[src/verilog/lv_ctrl_pkg.sv]
// lv_ctrl_pkg
// shared state encoding, status structs and timing constants of the
// low-voltage control block
package lv_ctrl_pkg;

    // ======================================================================
    // timing
    // ======================================================================
    localparam int FILT_CYC    = 4;    // cycles a synced pin must hold
    localparam int WDG_TMO_CYC = 64;   // cycles without kick before timeout

    localparam int FILT_CW = $clog2(FILT_CYC);
    localparam int WDG_CW  = $clog2(WDG_TMO_CYC);

    // ======================================================================
    // mode states
    // ======================================================================
    typedef enum logic [3:0] {
        PWR_DWN_ST  = 4'd0,
        WAIT_ST     = 4'd1,
        TEST_ST     = 4'd2,
        NML_ST      = 4'd3,
        FAILSAFE_ST = 4'd4,
        FAULT_ST    = 4'd5,
        CFG_ST      = 4'd6,
        RST_ST      = 4'd7,
        BIST_ST     = 4'd8
    } lv_st_e;

    // ======================================================================
    // status and control bundles
    // ======================================================================
    typedef struct packed {
        logic pwr_on;
        logic test_mode;
        logic fsenb_n;     // fail-safe enable, active low
    } lv_pin_t;

    // raw fault sources, lv side first then hv side
    typedef struct packed {
        logic owt_com;
        logic spi;
        logic scan_crc;
        logic pwm_dt;
        logic pwm_mm;
        logic vsup_uv;
        logic vsup_ov;
        logic vcc_uv;
        logic vcc_ov;
        logic ot;
        logic oc;
        logic desat;
        logic scp;
    } lv_flt_t;

    typedef struct packed {
        lv_flt_t flt;      // sticky copy of the sources
        logic    wdg_tmo;
        logic    comm;     // link lost
        logic    severe;   // blocks pwm in fault
        logic    any;
    } lv_err_t;

    typedef struct packed {
        logic nml_en;
        logic cfg_en;
        logic bist_en;
        logic rst_en;
        logic efuse_vld;
        logic efuse_done;
        logic err_clr;     // strobe
    } lv_cmd_t;

    typedef struct packed {
        logic pwm_en;
        logic fsc_en;
        logic scan_en;
        logic com_en;
        logic cfg_reg_en;
        logic test_reg_en;
        logic bist_en;
    } lv_en_t;

endpackage

[src/verilog/lv_ctrl_top.sv]
// lv_ctrl_top
// low-voltage control block, pin filter, fault collector, watchdog and FSM
`timescale 1ns/1ps

module lv_ctrl_top
    import lv_ctrl_pkg::*;
(
    input  logic    i_clk,
    input  logic    i_rst_n,
    input  lv_pin_t i_pin,
    input  lv_flt_t i_flt,
    input  lv_cmd_t i_cmd,
    input  logic    i_wdg_kick,
    input  logic    i_efuse_load_done,
    input  logic    i_owt_rx_ack,
    output lv_en_t  o_en,
    output logic    o_intb_n,
    output logic    o_efuse_load_req,
    output logic    o_wdg_owt_tx_req,
    output lv_err_t o_err,
    output lv_st_e  o_st
);

    lv_pin_t pin_filt;
    logic    wdg_tmo;

    lv_pin_filter u_pin_filter (
        .i_clk   (i_clk),
        .i_rst_n (i_rst_n),
        .i_pin   (i_pin),
        .o_pin   (pin_filt)
    );

    lv_err_collect u_err_collect (
        .i_clk     (i_clk),
        .i_rst_n   (i_rst_n),
        .i_flt     (i_flt),
        .i_wdg_tmo (wdg_tmo),
        .i_err_clr (i_cmd.err_clr),
        .o_err     (o_err)
    );

    lv_wdg_timer u_wdg_timer (
        .i_clk     (i_clk),
        .i_rst_n   (i_rst_n),
        .i_scan_en (o_en.scan_en),     // runs only in the active modes
        .i_kick    (i_wdg_kick),
        .o_tmo     (wdg_tmo)
    );

    lv_fsm_ctrl u_fsm_ctrl (
        .i_clk             (i_clk),
        .i_rst_n           (i_rst_n),
        .i_pin             (pin_filt),
        .i_err             (o_err),
        .i_cmd             (i_cmd),
        .i_efuse_load_done (i_efuse_load_done),
        .i_owt_rx_ack      (i_owt_rx_ack),
        .o_en              (o_en),
        .o_intb_n          (o_intb_n),
        .o_efuse_load_req  (o_efuse_load_req),
        .o_wdg_owt_tx_req  (o_wdg_owt_tx_req),
        .o_st              (o_st)
    );

endmodule

[src/verilog/lv_err_collect.sv]
// lv_err_collect
// latches raw fault flags into sticky status bits and builds the summaries
`timescale 1ns/1ps

module lv_err_collect
    import lv_ctrl_pkg::*;
(
    input  logic    i_clk,
    input  logic    i_rst_n,
    input  lv_flt_t i_flt,
    input  logic    i_wdg_tmo,
    input  logic    i_err_clr,
    output lv_err_t o_err
);

    lv_flt_t flt_q;
    logic    wdg_q;
    logic    comm;
    logic    severe;
    logic    any_err;

    // ======================================================================
    // sticky bits, a source active during clear still sets
    // ======================================================================
    always_ff @(posedge i_clk or negedge i_rst_n) begin
        if (!i_rst_n) begin
            flt_q <= '0;
            wdg_q <= 1'b0;
        end else if (i_err_clr) begin
            flt_q <= i_flt;
            wdg_q <= i_wdg_tmo;
        end else begin
            flt_q <= flt_q | i_flt;
            wdg_q <= wdg_q | i_wdg_tmo;
        end
    end

    // ======================================================================
    // summaries
    // ======================================================================
    assign comm = flt_q.owt_com | wdg_q;

    // dead-time and overcurrent still allow pwm
    assign severe = comm
                  | flt_q.spi    | flt_q.scan_crc
                  | flt_q.pwm_mm
                  | flt_q.vsup_uv | flt_q.vsup_ov
                  | flt_q.vcc_uv  | flt_q.vcc_ov
                  | flt_q.ot
                  | flt_q.desat  | flt_q.scp;

    assign any_err = (|flt_q) | wdg_q;

    always_comb begin
        o_err.flt     = flt_q;
        o_err.wdg_tmo = wdg_q;
        o_err.comm    = comm;
        o_err.severe  = severe;
        o_err.any     = any_err;
    end

endmodule

[src/verilog/lv_fsm_ctrl.sv]
// lv_fsm_ctrl
// mode state machine of the lv side, drives the block enables, the
// interrupt pin and the efuse load and watchdog report requests
`timescale 1ns/1ps

module lv_fsm_ctrl
    import lv_ctrl_pkg::*;
(
    input  logic    i_clk,
    input  logic    i_rst_n,
    input  lv_pin_t i_pin,
    input  lv_err_t i_err,
    input  lv_cmd_t i_cmd,
    input  logic    i_efuse_load_done,   // hw load finished
    input  logic    i_owt_rx_ack,
    output lv_en_t  o_en,
    output logic    o_intb_n,
    output logic    o_efuse_load_req,
    output logic    o_wdg_owt_tx_req,
    output lv_st_e  o_st
);

    lv_st_e st_q;
    lv_st_e st_nxt;
    lv_en_t en_nxt;
    logic   intb_nxt_n;
    logic   wait_run;

    // ======================================================================
    // next state
    // ======================================================================
    always_comb begin
        st_nxt = st_q;
        if (st_q != PWR_DWN_ST && !i_pin.pwr_on) begin
            st_nxt = PWR_DWN_ST;               // supply lost
        end else begin
            case (st_q)
                PWR_DWN_ST: begin
                    if (i_pin.pwr_on) begin
                        st_nxt = WAIT_ST;
                    end
                end
                WAIT_ST: begin
                    if (i_pin.test_mode ||
                        (i_efuse_load_done && !i_cmd.efuse_vld)) begin
                        st_nxt = TEST_ST;
                    end else if (!i_err.comm && i_cmd.nml_en && i_cmd.efuse_vld) begin
                        st_nxt = i_pin.fsenb_n ? NML_ST : FAILSAFE_ST;
                    end
                end
                TEST_ST: begin
                    if (i_cmd.efuse_done && i_cmd.efuse_vld) begin
                        st_nxt = WAIT_ST;
                    end
                end
                NML_ST: begin
                    if (i_cmd.cfg_en) begin
                        st_nxt = CFG_ST;
                    end else if (!i_err.severe && !i_pin.fsenb_n) begin
                        st_nxt = FAILSAFE_ST;
                    end else if (i_err.any) begin
                        st_nxt = FAULT_ST;
                    end
                end
                FAILSAFE_ST: begin
                    if (i_err.severe) begin
                        st_nxt = FAULT_ST;
                    end else if (i_pin.fsenb_n) begin
                        st_nxt = NML_ST;
                    end
                end
                FAULT_ST: begin
                    if (i_cmd.cfg_en) begin
                        st_nxt = CFG_ST;
                    end else if (!i_err.severe && !i_pin.fsenb_n) begin
                        st_nxt = FAILSAFE_ST;
                    end else if (!i_err.any && i_pin.fsenb_n) begin
                        st_nxt = NML_ST;
                    end
                end
                CFG_ST: begin
                    if (i_cmd.rst_en) begin
                        st_nxt = RST_ST;
                    end else if (i_cmd.cfg_en) begin
                        st_nxt = CFG_ST;           // still configuring
                    end else if (!i_err.severe && i_cmd.bist_en && i_pin.fsenb_n) begin
                        st_nxt = BIST_ST;
                    end else if (!i_err.any) begin
                        st_nxt = i_pin.fsenb_n ? NML_ST : FAILSAFE_ST;
                    end else begin
                        st_nxt = FAULT_ST;
                    end
                end
                RST_ST: begin
                    if (!i_cmd.rst_en) begin
                        st_nxt = WAIT_ST;
                    end
                end
                BIST_ST: begin
                    if (!i_cmd.bist_en) begin
                        st_nxt = CFG_ST;
                    end
                end
                default: begin
                    st_nxt = PWR_DWN_ST;
                end
            endcase
        end
    end

    // ======================================================================
    // enables and interrupt, decoded from the next state
    // ======================================================================
    always_comb begin
        en_nxt.pwm_en      = (st_nxt == NML_ST) ||
                             (st_nxt == FAULT_ST && !i_err.severe);
        en_nxt.fsc_en      = (st_nxt == FAILSAFE_ST);
        en_nxt.scan_en     = st_nxt inside {NML_ST, FAILSAFE_ST, FAULT_ST};
        en_nxt.com_en      = (st_nxt != PWR_DWN_ST);
        en_nxt.cfg_reg_en  = (st_nxt == CFG_ST);
        en_nxt.test_reg_en = (st_nxt == TEST_ST);
        en_nxt.bist_en     = (st_nxt == BIST_ST);

        intb_nxt_n = !((st_nxt inside {PWR_DWN_ST, WAIT_ST, FAULT_ST, RST_ST}) ||
                       (st_nxt == CFG_ST && i_err.any));
    end

    always_ff @(posedge i_clk or negedge i_rst_n) begin
        if (!i_rst_n) begin
            st_q     <= PWR_DWN_ST;
            o_en     <= '0;
            o_intb_n <= 1'b0;          // asserted while powered down
        end else begin
            st_q     <= st_nxt;
            o_en     <= en_nxt;
            o_intb_n <= intb_nxt_n;
        end
    end

    assign o_st = st_q;

    // ======================================================================
    // requests, held until done or ack
    // ======================================================================
    assign wait_run = (st_q == WAIT_ST) && !i_pin.test_mode;

    always_ff @(posedge i_clk or negedge i_rst_n) begin
        if (!i_rst_n) begin
            o_efuse_load_req <= 1'b0;
        end else if (i_efuse_load_done) begin
            o_efuse_load_req <= 1'b0;
        end else if (wait_run && !i_cmd.efuse_vld) begin
            o_efuse_load_req <= 1'b1;  // fuses not loaded yet
        end
    end

    always_ff @(posedge i_clk or negedge i_rst_n) begin
        if (!i_rst_n) begin
            o_wdg_owt_tx_req <= 1'b0;
        end else if (i_owt_rx_ack) begin
            o_wdg_owt_tx_req <= 1'b0;
        end else if (wait_run && i_cmd.efuse_vld && i_err.comm) begin
            o_wdg_owt_tx_req <= 1'b1;  // report link loss over one-wire
        end
    end

endmodule

[src/verilog/lv_pin_filter.sv]
// lv_pin_filter
// synchronizes the mode pins and accepts a new level only once it is stable
`timescale 1ns/1ps

module lv_pin_filter
    import lv_ctrl_pkg::*;
(
    input  logic    i_clk,
    input  logic    i_rst_n,
    input  lv_pin_t i_pin,
    output lv_pin_t o_pin
);

    localparam int NPIN = $bits(lv_pin_t);

    logic [NPIN-1:0]    sync1_q;
    logic [NPIN-1:0]    sync2_q;
    logic [NPIN-1:0]    pin_q;
    logic [FILT_CW-1:0] cnt_q [NPIN];

    // two-flop synchronizer
    always_ff @(posedge i_clk or negedge i_rst_n) begin
        if (!i_rst_n) begin
            sync1_q <= '0;
            sync2_q <= '0;
        end else begin
            sync1_q <= i_pin;
            sync2_q <= sync1_q;
        end
    end

    // stability counter per pin
    always_ff @(posedge i_clk or negedge i_rst_n) begin
        if (!i_rst_n) begin
            pin_q <= '0;
            for (int i = 0; i < NPIN; i++) begin
                cnt_q[i] <= '0;
            end
        end else begin
            for (int i = 0; i < NPIN; i++) begin
                if (sync2_q[i] == pin_q[i]) begin
                    cnt_q[i] <= '0;                // no change pending
                end else if (cnt_q[i] == FILT_CW'(FILT_CYC - 1)) begin
                    pin_q[i] <= sync2_q[i];        // held long enough
                    cnt_q[i] <= '0;
                end else begin
                    cnt_q[i] <= cnt_q[i] + 1'b1;
                end
            end
        end
    end

    assign o_pin = lv_pin_t'(pin_q);

endmodule

[src/verilog/lv_wdg_timer.sv]
// lv_wdg_timer
// communication watchdog, times out when no kick arrives while scanning
`timescale 1ns/1ps

module lv_wdg_timer
    import lv_ctrl_pkg::*;
(
    input  logic i_clk,
    input  logic i_rst_n,
    input  logic i_scan_en,
    input  logic i_kick,
    output logic o_tmo
);

    localparam logic [WDG_CW-1:0] CNT_MAX = WDG_CW'(WDG_TMO_CYC - 1);

    logic [WDG_CW-1:0] cnt_q;
    logic              cnt_run;
    logic              cnt_end;

    assign cnt_run = i_scan_en & ~i_kick;
    assign cnt_end = (cnt_q == CNT_MAX);

    // ======================================================================
    // counter
    // ======================================================================
    always_ff @(posedge i_clk or negedge i_rst_n) begin
        if (!i_rst_n) begin
            cnt_q <= '0;
        end else if (!cnt_run) begin
            cnt_q <= '0;               // kicked or idle
        end else if (cnt_end) begin
            cnt_q <= '0;               // restart after timeout
        end else begin
            cnt_q <= cnt_q + 1'b1;
        end
    end

    // one cycle wide, counter restarts on the same edge
    assign o_tmo = cnt_run & cnt_end;

endmodule
[config.mk]
export PLATFORM = sky130hd
export DESIGN_NAME = lv_ctrl_top
export DESIGN_NICKNAME = d
export VERILOG_FILES = /design/src/verilog/lv_ctrl_pkg.sv /design/src/verilog/lv_ctrl_top.sv /design/src/verilog/lv_err_collect.sv /design/src/verilog/lv_fsm_ctrl.sv /design/src/verilog/lv_pin_filter.sv /design/src/verilog/lv_wdg_timer.sv
export SDC_FILE = /design/constraint.sdc
export NUM_CORES = 1
export LEC_CHECK = 0
export BUFFER_PORTS_ARGS = -buffer_cell sky130_fd_sc_hd__buf_2
export CAP_MARGIN = 10
export CORE_MARGIN = 2
export CORE_UTILIZATION = 56
export CTS_CLUSTER_DIAMETER = 60
export DETAILED_ROUTE_END_ITERATION = 8
export GPL_ROUTABILITY_DRIVEN = 0
export GPL_TIMING_DRIVEN = 0
export PLACE_DENSITY = 0.82
export SKIP_LAST_GASP = 1
export SLEW_MARGIN = 20
export SYNTH_ARGS = -nofsm -noshare
export SYNTH_HDL_FRONTEND = slang
export SYNTH_SLANG_ARGS = --single-unit
[constraint.sdc]
create_clock -name i_clk -period 3.6 [get_ports i_clk]
set_input_delay 0 -clock i_clk [delete_from_list [all_inputs] [get_ports i_clk]]
set_output_delay 0 -clock i_clk [all_outputs]
set_load 0.03 [all_outputs]
==> flow_summary.json, run 1 <==
{
  "grt_max_degree": 50,
  "report.power.total_mw": 1.81,
  "worst_slack_ps": 1420,
  "synth_cells": 207,
  "worst_pin_slew_ps": 591,
  "required_ps": 3780,
  "cts_buffers": 5,
  "worstSetupEndpointType": "register",
  "die_w_um": 68.2,
  "power_density_mw_per_mm2": 609,
  "drv_cap": 0,
  "ys_types": 54,
  "hold-worst-slack_ps": 3.17,
  "synth_top_area_share_pct": 53.1,
  "finalSetupTns_ps": 0,
  "status": "finished clean",
  "synthTopCellsByArea": "dfrtp_1, a21o_1, nor2_1, nor4_4, buf_4",
  "min_path_type": "in -> reg",
  "drt-initial-drc-count": 187,
  "nets": 323,
  "arrival_ps": 2360,
  "path_max_fanout": 9,
  "async_reset_ff_share_pct": 100,
  "worst_path_max_delay_cell": "nor4bb_2",
  "drive_gt1_share_pct": 30.5,
  "grt_overflow": 0,
  "final.setup_skew_ps": 5.17,
  "top_usage_layer": "met2",
  "viasPerCell": 5.49,
  "cts_tree": "yes",
  "cp.depth": 7,
  "grtUsageMet1_pct": 27.3,
  "synth_fp_nets": 239,
  "path_cells": "clkbuf_1 -> inv_2 -> nor3_1 -> o311ai_1 -> nor4bb_2 -> nand2b_1 -> o22ai_1",
  "drt-pass1-iter-count": 6,
  "rows": 23,
  "peakVddDrop_mv": 0.408,
  "grt_use_total_pct": 25.1,
  "io-pin-count": 59,
  "r2r_cells": 7,
  "crit_buf_inv": 2,
  "yosysMostFrequentCell": "dfrtp_1",
  "place_hpwl_mm": 3.48,
  "cts.sinks": 49,
  "synth_edf_count": 0,
  "worst-setup-path-type": "reg -> reg",
  "postRouteAntennaNets": 0,
  "post_synth.cell_area_avg_um2": 11.2,
  "leakage_nw": 1.41,
  "clock_latency_ps": 290,
  "post-route-drc-count": 0,
  "synth_top_cell_by_area": "dfrtp_1",
  "n_antenna_cell": 0,
  "critPathMaxStageDelay_ps": 530,
  "whs_path_depth": 3,
  "ys_seq_area_share_pct": 53.1,
  "grt_pass1_wl_mm": 8.47,
  "grt_pass1_vias": 1900,
  "slew_violations": 0,
  "ys.flop_type": "dfrtp_1",
  "path_delay_family": "simple AND/OR/NAND/NOR gates",
  "place_ws_ps": 1530,
  "finalSetupViolations": 0,
  "rsz0062_at_grt": "no",
  "vias": 1878,
  "die_h_um": 68.2,
  "max_slew_margin_pct": 60.6,
  "fin_crit_sh_pct": 60.6,
  "yosys_warnings": 0,
  "placeableCoreArea_mm2": 0.00397,
  "hold_violations": 0,
  "start_util_pct": 58.2,
  "wl_per_cell_um": 15.1,
  "clk_pin_slew_worst_paths_ps": 80,
  "netlist_area_mm2": 0.00231,
  "cp-start-kind": "register",
  "area.growth.synth_to_final_pct": 28.7,
  "root_buffer": "clkbuf_8",
  "layout_min_cycle_time_ps": 2180,
  "io_buffers": 58,
  "met3_usage_pct": 5.10,
  "met2_usage_pct": 46.2,
  "cts_max_level": 2,
  "cts_buffer_depth": 2,
  "fillCellCount": 271,
  "antenna_found_initial": 0,
  "fmax_mhz": 458,
  "routed_wl_mm": 5.15,
  "synth.top_cells.by_count": "dfrtp_1, nor2_1, a21o_1",
  "die_area_mm2": 0.00465,
  "ys_ff_latch": 49
}
==> worst register-to-register path: cells and delay by family (launching register included) <==
| family | cells | cell delay, ps |
|---|---|---|
| AO/OA/AOI/OAI | 2 | 490 |
| flip-flops | 1 | 380 |
| buffers and inverters | 2 | 370 |
| AND/OR/NAND/NOR | 3 | 820 |
==> what timing repair did <==
action / in CTS / in global routing
endpoints found under the hold margin: 67 / 0
hold buffers: 19 / 0
gates resized for setup: 0 / 0
buffers inserted: 0 / 0
==> layout by cell type (no fill, tap or decap), types with 2 or more instances in the layout <==
master	n
or3_1	3
clkbuf_8	6
o21ai_0	4
xor2_1	3
a21oi_1	8
dlygate4sd3_1	19
nand3_1	7
nor4_4	3
buf_2	58
nand3b_1	5
or3_4	2
nand4_1	2
nor2_1	24
nor3_1	7
o31ai_1	2
ha_1	4
nand2_1	6
a21o_1	12
or2_1	2
nand2b_1	8
mux2i_1	2
clkbuf_1	3
buf_4	8
dfrtp_1	49
xnor2_1	5
inv_1	5
nor2b_1	5
==> final cells by class <==
cell class              instances  area, um2  area share, %
clock inverters                 1       30.0           1.01
multi-input cells             141        985           33.1
plain buffers                  11       76.3           2.57
well taps                      50       62.6           2.11
repair buffers                 77        483           16.3
clock buffers                   7       86.3           2.91
inverters                       6       22.5          0.758
flip-flops and latches         49       1230           41.3
==> kinds of logic after synthesis <==
family	count (synthesis)	share of synthesized area [%]
buffers and inverters	17	4.28
XOR/XNOR	8	3.03
adder cells (fa/ha/maj)	5	2.65
AO/OA/AOI/OAI	42	13.1
multiplexers	3	1.35
AND/OR/NAND/NOR	83	22.5
flip-flops	49	53.1
==> flip-flops by register name, summed over array words and instances (netlist names) <==
| register | count |
|---|---|
| u_err_collect.o_err | 13 |
| u_fsm_ctrl.o_en | 7 |
| u_pin_filter.cnt_q | 6 |
| u_wdg_timer.cnt_q | 6 |
| u_fsm_ctrl.o_st | 4 |
| u_pin_filter.o_pin | 3 |
| u_pin_filter.sync1_q | 3 |
| u_pin_filter.sync2_q | 3 |
| u_err_collect.wdg_q | 1 |
| u_fsm_ctrl.o_efuse_load_req | 1 |
| u_fsm_ctrl.o_intb_n | 1 |
| u_fsm_ctrl.o_wdg_owt_tx_req | 1 |
==> routing by layer <==
metal	routed length, um	vias up
met1	1990	915
met5	0	-
met3	235	13
met2	2780	60
met4	145	0
li1	-	890
==> final timing paths <==
check                                         from                          end  slack, ps
max reg2reg                  u_pin_filter.o_pin[0]           u_fsm_ctrl.o_en[4]       1420
min                                       i_cmd[2]  u_fsm_ctrl.o_wdg_owt_tx_req          3
max in group asynchronous                  i_rst_n         u_wdg_timer.cnt_q[0]       2950
min in group asynchronous                  i_rst_n        u_pin_filter.cnt_q[4]        240
max                          u_pin_filter.o_pin[0]           u_fsm_ctrl.o_en[4]       1420
min reg2reg                u_pin_filter.sync1_q[1]      u_pin_filter.sync2_q[1]        350
==> where the power goes <==
group | switching [mW] | internal [mW]
clock | 0.171 | 0.226
sequential | 0.0675 | 0.648
combinational | 0.409 | 0.287
==> metrics by stage <==
step	area (um2)	cells	util, %
after floorplan	2310	207	-
after global placement	2660	315	67.0
after detailed placement	2660	315	67.0
after CTS	2970	342	74.8
after global routing	2970	342	74.8
final	2970	342	74.8
No activity file was read; power rests on OpenSTA's default activity.
==> run 2: changes to the inputs <==
- CORE_UTILIZATION: 56 -> 47
- PLACE_DENSITY: 0.82 -> 0.73
- clock period: 3.6 -> 2 ns (I/O delays scaled with it)
==> flow_summary.json, run 2 (synthesis gave the netlist of run 1 again) <==
{
  "status": "finished, violations left",
  "violations": "setup timing",
  "p_comb_share_pct": 40.9,
  "drv_cap": 0,
  "placed_cell_area_mm2": 0.00269,
  "io_buffers": 58,
  "slew_violations": 0,
  "swShare_pct": 35.4,
  "grt_pass1_wl_mm": 8.48,
  "layout_min_cycle_time_ps": 2060,
  "postRouteAntennaNets": 0,
  "dpl.cell_count": 332,
  "place_hpwl_mm": 3.28,
  "cts.sinks": 49,
  "finalSetupViolations": 4,
  "fmax_mhz": 486,
  "required_ps": 2210,
  "post-route-drc-count": 0,
  "peakVddDrop_mv": 0.556,
  "clockPowerShare_pct": 21.4,
  "grt_overflow": 0,
  "antenna_found_initial": 0,
  "leakage_nw": 1.47,
  "placeableCoreArea_mm2": 0.00472,
  "clk_pin_slew_worst_paths_ps": 80,
  "cts_buffers": 5,
  "stdcell_count": 369,
  "layout_commonest_cell": "buf_2",
  "fin_crit_sh_pct": 103,
  "clock_latency_ps": 310,
  "cts_max_level": 2,
  "arrival_ps": 2270,
  "area.growth.synth_to_final_pct": 35.2,
  "die_h_um": 74.1,
  "n_antenna_cell": 0,
  "routed_wl_mm": 4.93,
  "min_path_type": "in -> reg",
  "io-pin-count": 59,
  "stdcell_area_mm2": 0.00312,
  "start_util_pct": 48.9,
  "grt_pass1_vias": 1851,
  "layout_common_cells": "buf_2, dfrtp_1, nor2_1",
  "finalSetupTns_ps": -86.4,
  "cts_tree": "yes",
  "power_density_mw_per_mm2": 1090,
  "path_max_fanout": 4,
  "final.setup_skew_ps": 6.28,
  "root_buffer": "clkbuf_8",
  "switching_power_mw": 1.21,
  "hold_violations": 0,
  "drt-initial-drc-count": 121,
  "grt_max_degree": 50,
  "grt_use_total_pct": 20.5,
  "drt-pass1-iter-count": 4,
  "vias": 1864,
  "drive_gt1_share_pct": 37.1,
  "rows": 25,
  "finish.utilization_pct": 66.1,
  "nets": 333,
  "die_w_um": 74.1,
  "wl_per_cell_um": 13.4,
  "worst_slack_ps": -55.7,
  "cp-start-kind": "register",
  "cts_buffer_depth": 2,
  "rsz0062_at_grt": "yes",
  "max_slew_margin_pct": 60.1,
  "hold-worst-slack_ps": 11.1,
  "worstSetupEndpointType": "register",
  "worst-setup-path-type": "reg -> reg",
  "die_area_mm2": 0.00549,
  "largest_reg_flops": 13,
  "p_seq_share_pct": 37.7,
  "worst_pin_slew_ps": 598,
  "p_int_mw": 2.20,
  "viasPerCell": 5.05
}
[run 2: changes by cell type in the layout (fill, tap and decap cells not counted), sizes merged]
cell and delta:
buf +10, clkbuf -1, clkinvlp +1
[run 2: metal layers]
layer,GRT usage [%],vias to the layer above,share of wire (%)
li1,-,908,-
met1,26.0,889,44
met2,32.9,57,48
met3,5.28,10,5.5
met4,9.70,0,2.2
met5,0,-,0
[run 2: power groups by stage]
| stage | sequential, mW | clock [mW] | combinational [mW] |
|---|---|---|---|
| after floorplan | 1.44 | 0 | 0.761 |
| after global placement | 1.30 | 0 | 1.19 |
| after detailed placement | 1.30 | 0 | 1.21 |
| after CTS | 1.28 | 0.746 | 1.36 |
| after global routing | 1.31 | 0.792 | 1.54 |
| final | 1.29 | 0.730 | 1.40 |
[run 2: cell type report]
class	count	area [um2]
Clock inverter	2	37.5
Inverter	6	22.5
Timing Repair Buffer	87	558
Multi-Input combinational cell	141	1030
Sequential cell	49	1230
Tap cell	67	83.8
Clock buffer	6	82.6
Fill cell	387	1600
Buffer	11	76.3
[run 2: through the flow]
stage	worst slack [ps]	power [mW]
after global placement	-123	2.49
after floorplan	-0.252	2.21
after CTS	-35.9	3.40
after detailed placement	-157	2.51
final	-55.7	3.41
after global routing	-170	3.64
[run 2: timing repair]
item	CTS	global route
setup endpoints to repair	5	7
hold buffers	20	0
gates resized for setup	5	2
hold endpoints to repair	67	0
pin swaps	3	3
setup buffers	9	1
[run 2: worst max-delay path, stage by stage (launching register included)]
cell      delay [ps]
dfrtp_2          420
buf_6            120
or3b_4           380
or3_1            330
o221ai_2         230
nor4bb_4         100
a211o_1          310
o31ai_2           70
[run 2: worst paths after layout]
path,endpoint,cells after the start,slack (ps),startpoint
worst max-delay path,u_fsm_ctrl.o_intb_n,7,-60,u_fsm_ctrl.o_st[3]
worst min-delay path,u_fsm_ctrl.o_efuse_load_req,4,10,i_cmd[2]
worst max register to register,u_fsm_ctrl.o_intb_n,7,-60,u_fsm_ctrl.o_st[3]
worst min register to register,u_pin_filter.sync2_q[2],0,350,u_pin_filter.sync1_q[2]
max in group asynchronous,u_err_collect.o_err[4],2,1320,i_rst_n
min in group asynchronous,u_pin_filter.sync2_q[2],2,230,i_rst_n
==> run 3: changes to the inputs <==
- SKIP_LAST_GASP: 1 -> not set
==> flow_summary.json, run 3 (synthesis gave the netlist of run 1 again) <==
{
  "hold-path-endpoint": "u_fsm_ctrl.o_efuse_load_req",
  "dr_wl_met2_mm": 2.37,
  "hold_violations": 0,
  "clockPowerShare_pct": 21.4,
  "p_comb_share_pct": 40.2,
  "cts_tree": "yes",
  "power_density_mw_per_mm2": 1090,
  "cts.sinks": 49,
  "layout_common_cells": "buf_2, dfrtp_1, nor2_1",
  "root_buffer": "clkbuf_8",
  "fillCellCount": 387,
  "min_path_type": "in -> reg",
  "drv_cap": 0,
  "fmax_mhz": 487,
  "clock_latency_ps": 310,
  "p_int_mw": 2.19,
  "placed_cell_area_mm2": 0.00269,
  "routed-wl-met3_um": 275,
  "finalSetupViolations": 3,
  "register_area_mm2": 0.00123,
  "stdcell_area_mm2": 0.00313,
  "cts_buffers": 5,
  "viasPerCell": 5.04,
  "io-pin-count": 59,
  "r2r_setup_slack_ps": -50,
  "final.setup_skew_ps": 6.02,
  "wl_per_cell_um": 13.4,
  "swShare_pct": 35.7,
  "clk_pin_slew_worst_paths_ps": 90,
  "rsz0062_at_grt": "yes",
  "wl_met1_mm": 2.18,
  "drt-initial-drc-count": 98,
  "largest_reg_flops": 13,
  "timing.rr.start": "u_fsm_ctrl.o_st[3]",
  "grt_use_total_pct": 20.4,
  "leakage_nw": 1.47,
  "grt_max_degree": 50,
  "multi_input_area_mm2": 0.00103,
  "required_ps": 2210,
  "layout_min_cycle_time_ps": 2050,
  "min_from": "i_cmd[2]",
  "worstSetupEndpointType": "register",
  "layout_commonest_cell": "buf_2",
  "status": "finished, violations left",
  "drive_gt1_share_pct": 38.1,
  "place_ws_ps": -157,
  "post-route-drc-count": 0,
  "switching_power_mw": 1.22,
  "worst_pin_slew_ps": 591,
  "worst-setup-path-type": "reg -> reg",
  "routed_wl_mm": 4.93,
  "r2r_cells": 7,
  "slew_violations": 0,
  "path_max_fanout": 4,
  "highest_layer": "met4",
  "start_util_pct": 48.9,
  "max_slew_margin_pct": 60.6,
  "rr_endpoint": "u_fsm_ctrl.o_intb_n",
  "die_w_um": 74.1,
  "nets": 333,
  "cts_max_level": 2,
  "grt_overflow": 0,
  "grt_pass1_vias": 1846,
  "cts_buffer_depth": 2,
  "whs_path_depth": 4,
  "place_hpwl_mm": 3.28,
  "arrival_ps": 2270,
  "fin_crit_sh_pct": 103,
  "placeableCoreArea_mm2": 0.00472,
  "area.growth.synth_to_final_pct": 35.5,
  "rows": 25,
  "io_buffers": 58,
  "peakVddDrop_mv": 0.559,
  "violations": "setup timing",
  "n_antenna_cell": 0,
  "grt_pass1_wl_mm": 8.42,
  "cp-start-kind": "register",
  "antenna_found_initial": 0,
  "p_seq_share_pct": 38.3,
  "die_area_mm2": 0.00549,
  "finish.utilization_pct": 66.3,
  "worst_slack_ps": -54.6,
  "die_h_um": 74.1,
  "drt-pass1-iter-count": 4,
  "vias": 1858,
  "report.power.total_mw": 3.41,
  "postRouteAntennaNets": 0
}
## run 3: changes by cell type in the layout (fill, tap and decap cells not counted), sizes merged
cell	previous run	this run
buf	77	78
clkbuf	8	7
## run 3: cell type report
type | instances | area share (%)
clock inverters | 2 | 1.20
inverters | 6 | 0.720
clock buffers | 6 | 2.64
plain buffers | 10 | 2.32
flip-flops and latches | 49 | 39.5
well taps | 67 | 2.68
multi-input cells | 141 | 32.9
repair buffers | 88 | 18.1
## run 3: critical path, cell delays in order (launching register included)
cell	delay [ps]
dfrtp_2	420
buf_6	120
or3b_4	380
or3_1	330
o221ai_2	230
nor4bb_4	100
a211o_1	310
o31ai_2	70
## run 3: metal layers
| layer | global-route usage [%] | vias to the layer above |
|---|---|---|
| li1 | - | 906 |
| met1 | 26.1 | 880 |
| met2 | 32.3 | 62 |
| met3 | 5.28 | 10 |
| met4 | 9.70 | 0 |
| met5 | 0 | - |
## run 3: how the worst max path moves through the flow
stage / depth (start not counted) / endpoint / from / slack [ps]
finish: 7 / u_fsm_ctrl.o_intb_n / u_fsm_ctrl.o_st[3] / -50
global route: 6 / u_fsm_ctrl.o_intb_n / u_err_collect.o_err[10] / -150
CTS: 7 / u_fsm_ctrl.o_intb_n / u_fsm_ctrl.o_st[3] / -40
detailed placement: 6 / u_fsm_ctrl.o_intb_n / u_err_collect.o_err[10] / -160
global placement: 6 / u_fsm_ctrl.o_intb_n / u_err_collect.o_err[5] / -120
floorplan: 7 / u_fsm_ctrl.o_intb_n / u_fsm_ctrl.o_st[3] / -0.3
## run 3: power groups by stage
stage | combinational (mW) | clock [mW] | sequential (mW)
4_1_cts | 1.37 | 0.746 | 1.28
3_3_place_gp | 1.19 | 0 | 1.30
6_report | 1.37 | 0.732 | 1.31
2_1_floorplan | 0.761 | 0 | 1.44
3_5_place_dp | 1.21 | 0 | 1.30
5_1_grt | 1.52 | 0.789 | 1.34
## run 3: through the flow
stage | std cells | TNS, ps | hold slack (ps)
final | 369 | -78.2 | 8.08
after global routing | 369 | -568 | 13.8
after CTS | 369 | -37.4 | 3.66
after detailed placement | 332 | -228 | 110
after global placement | 332 | -157 | 109
after floorplan | 207 | -0.252 | -296
## run 3: repair_timing
item / 4_1_cts / 5_1_grt
gates resized for setup: 7 / 2
setup endpoints to repair: 5 / 7
buffers inserted: 9 / 2
hold buffers: 20 / 0
endpoints found under the hold margin: 67 / 0
pin swaps: 3 / 4
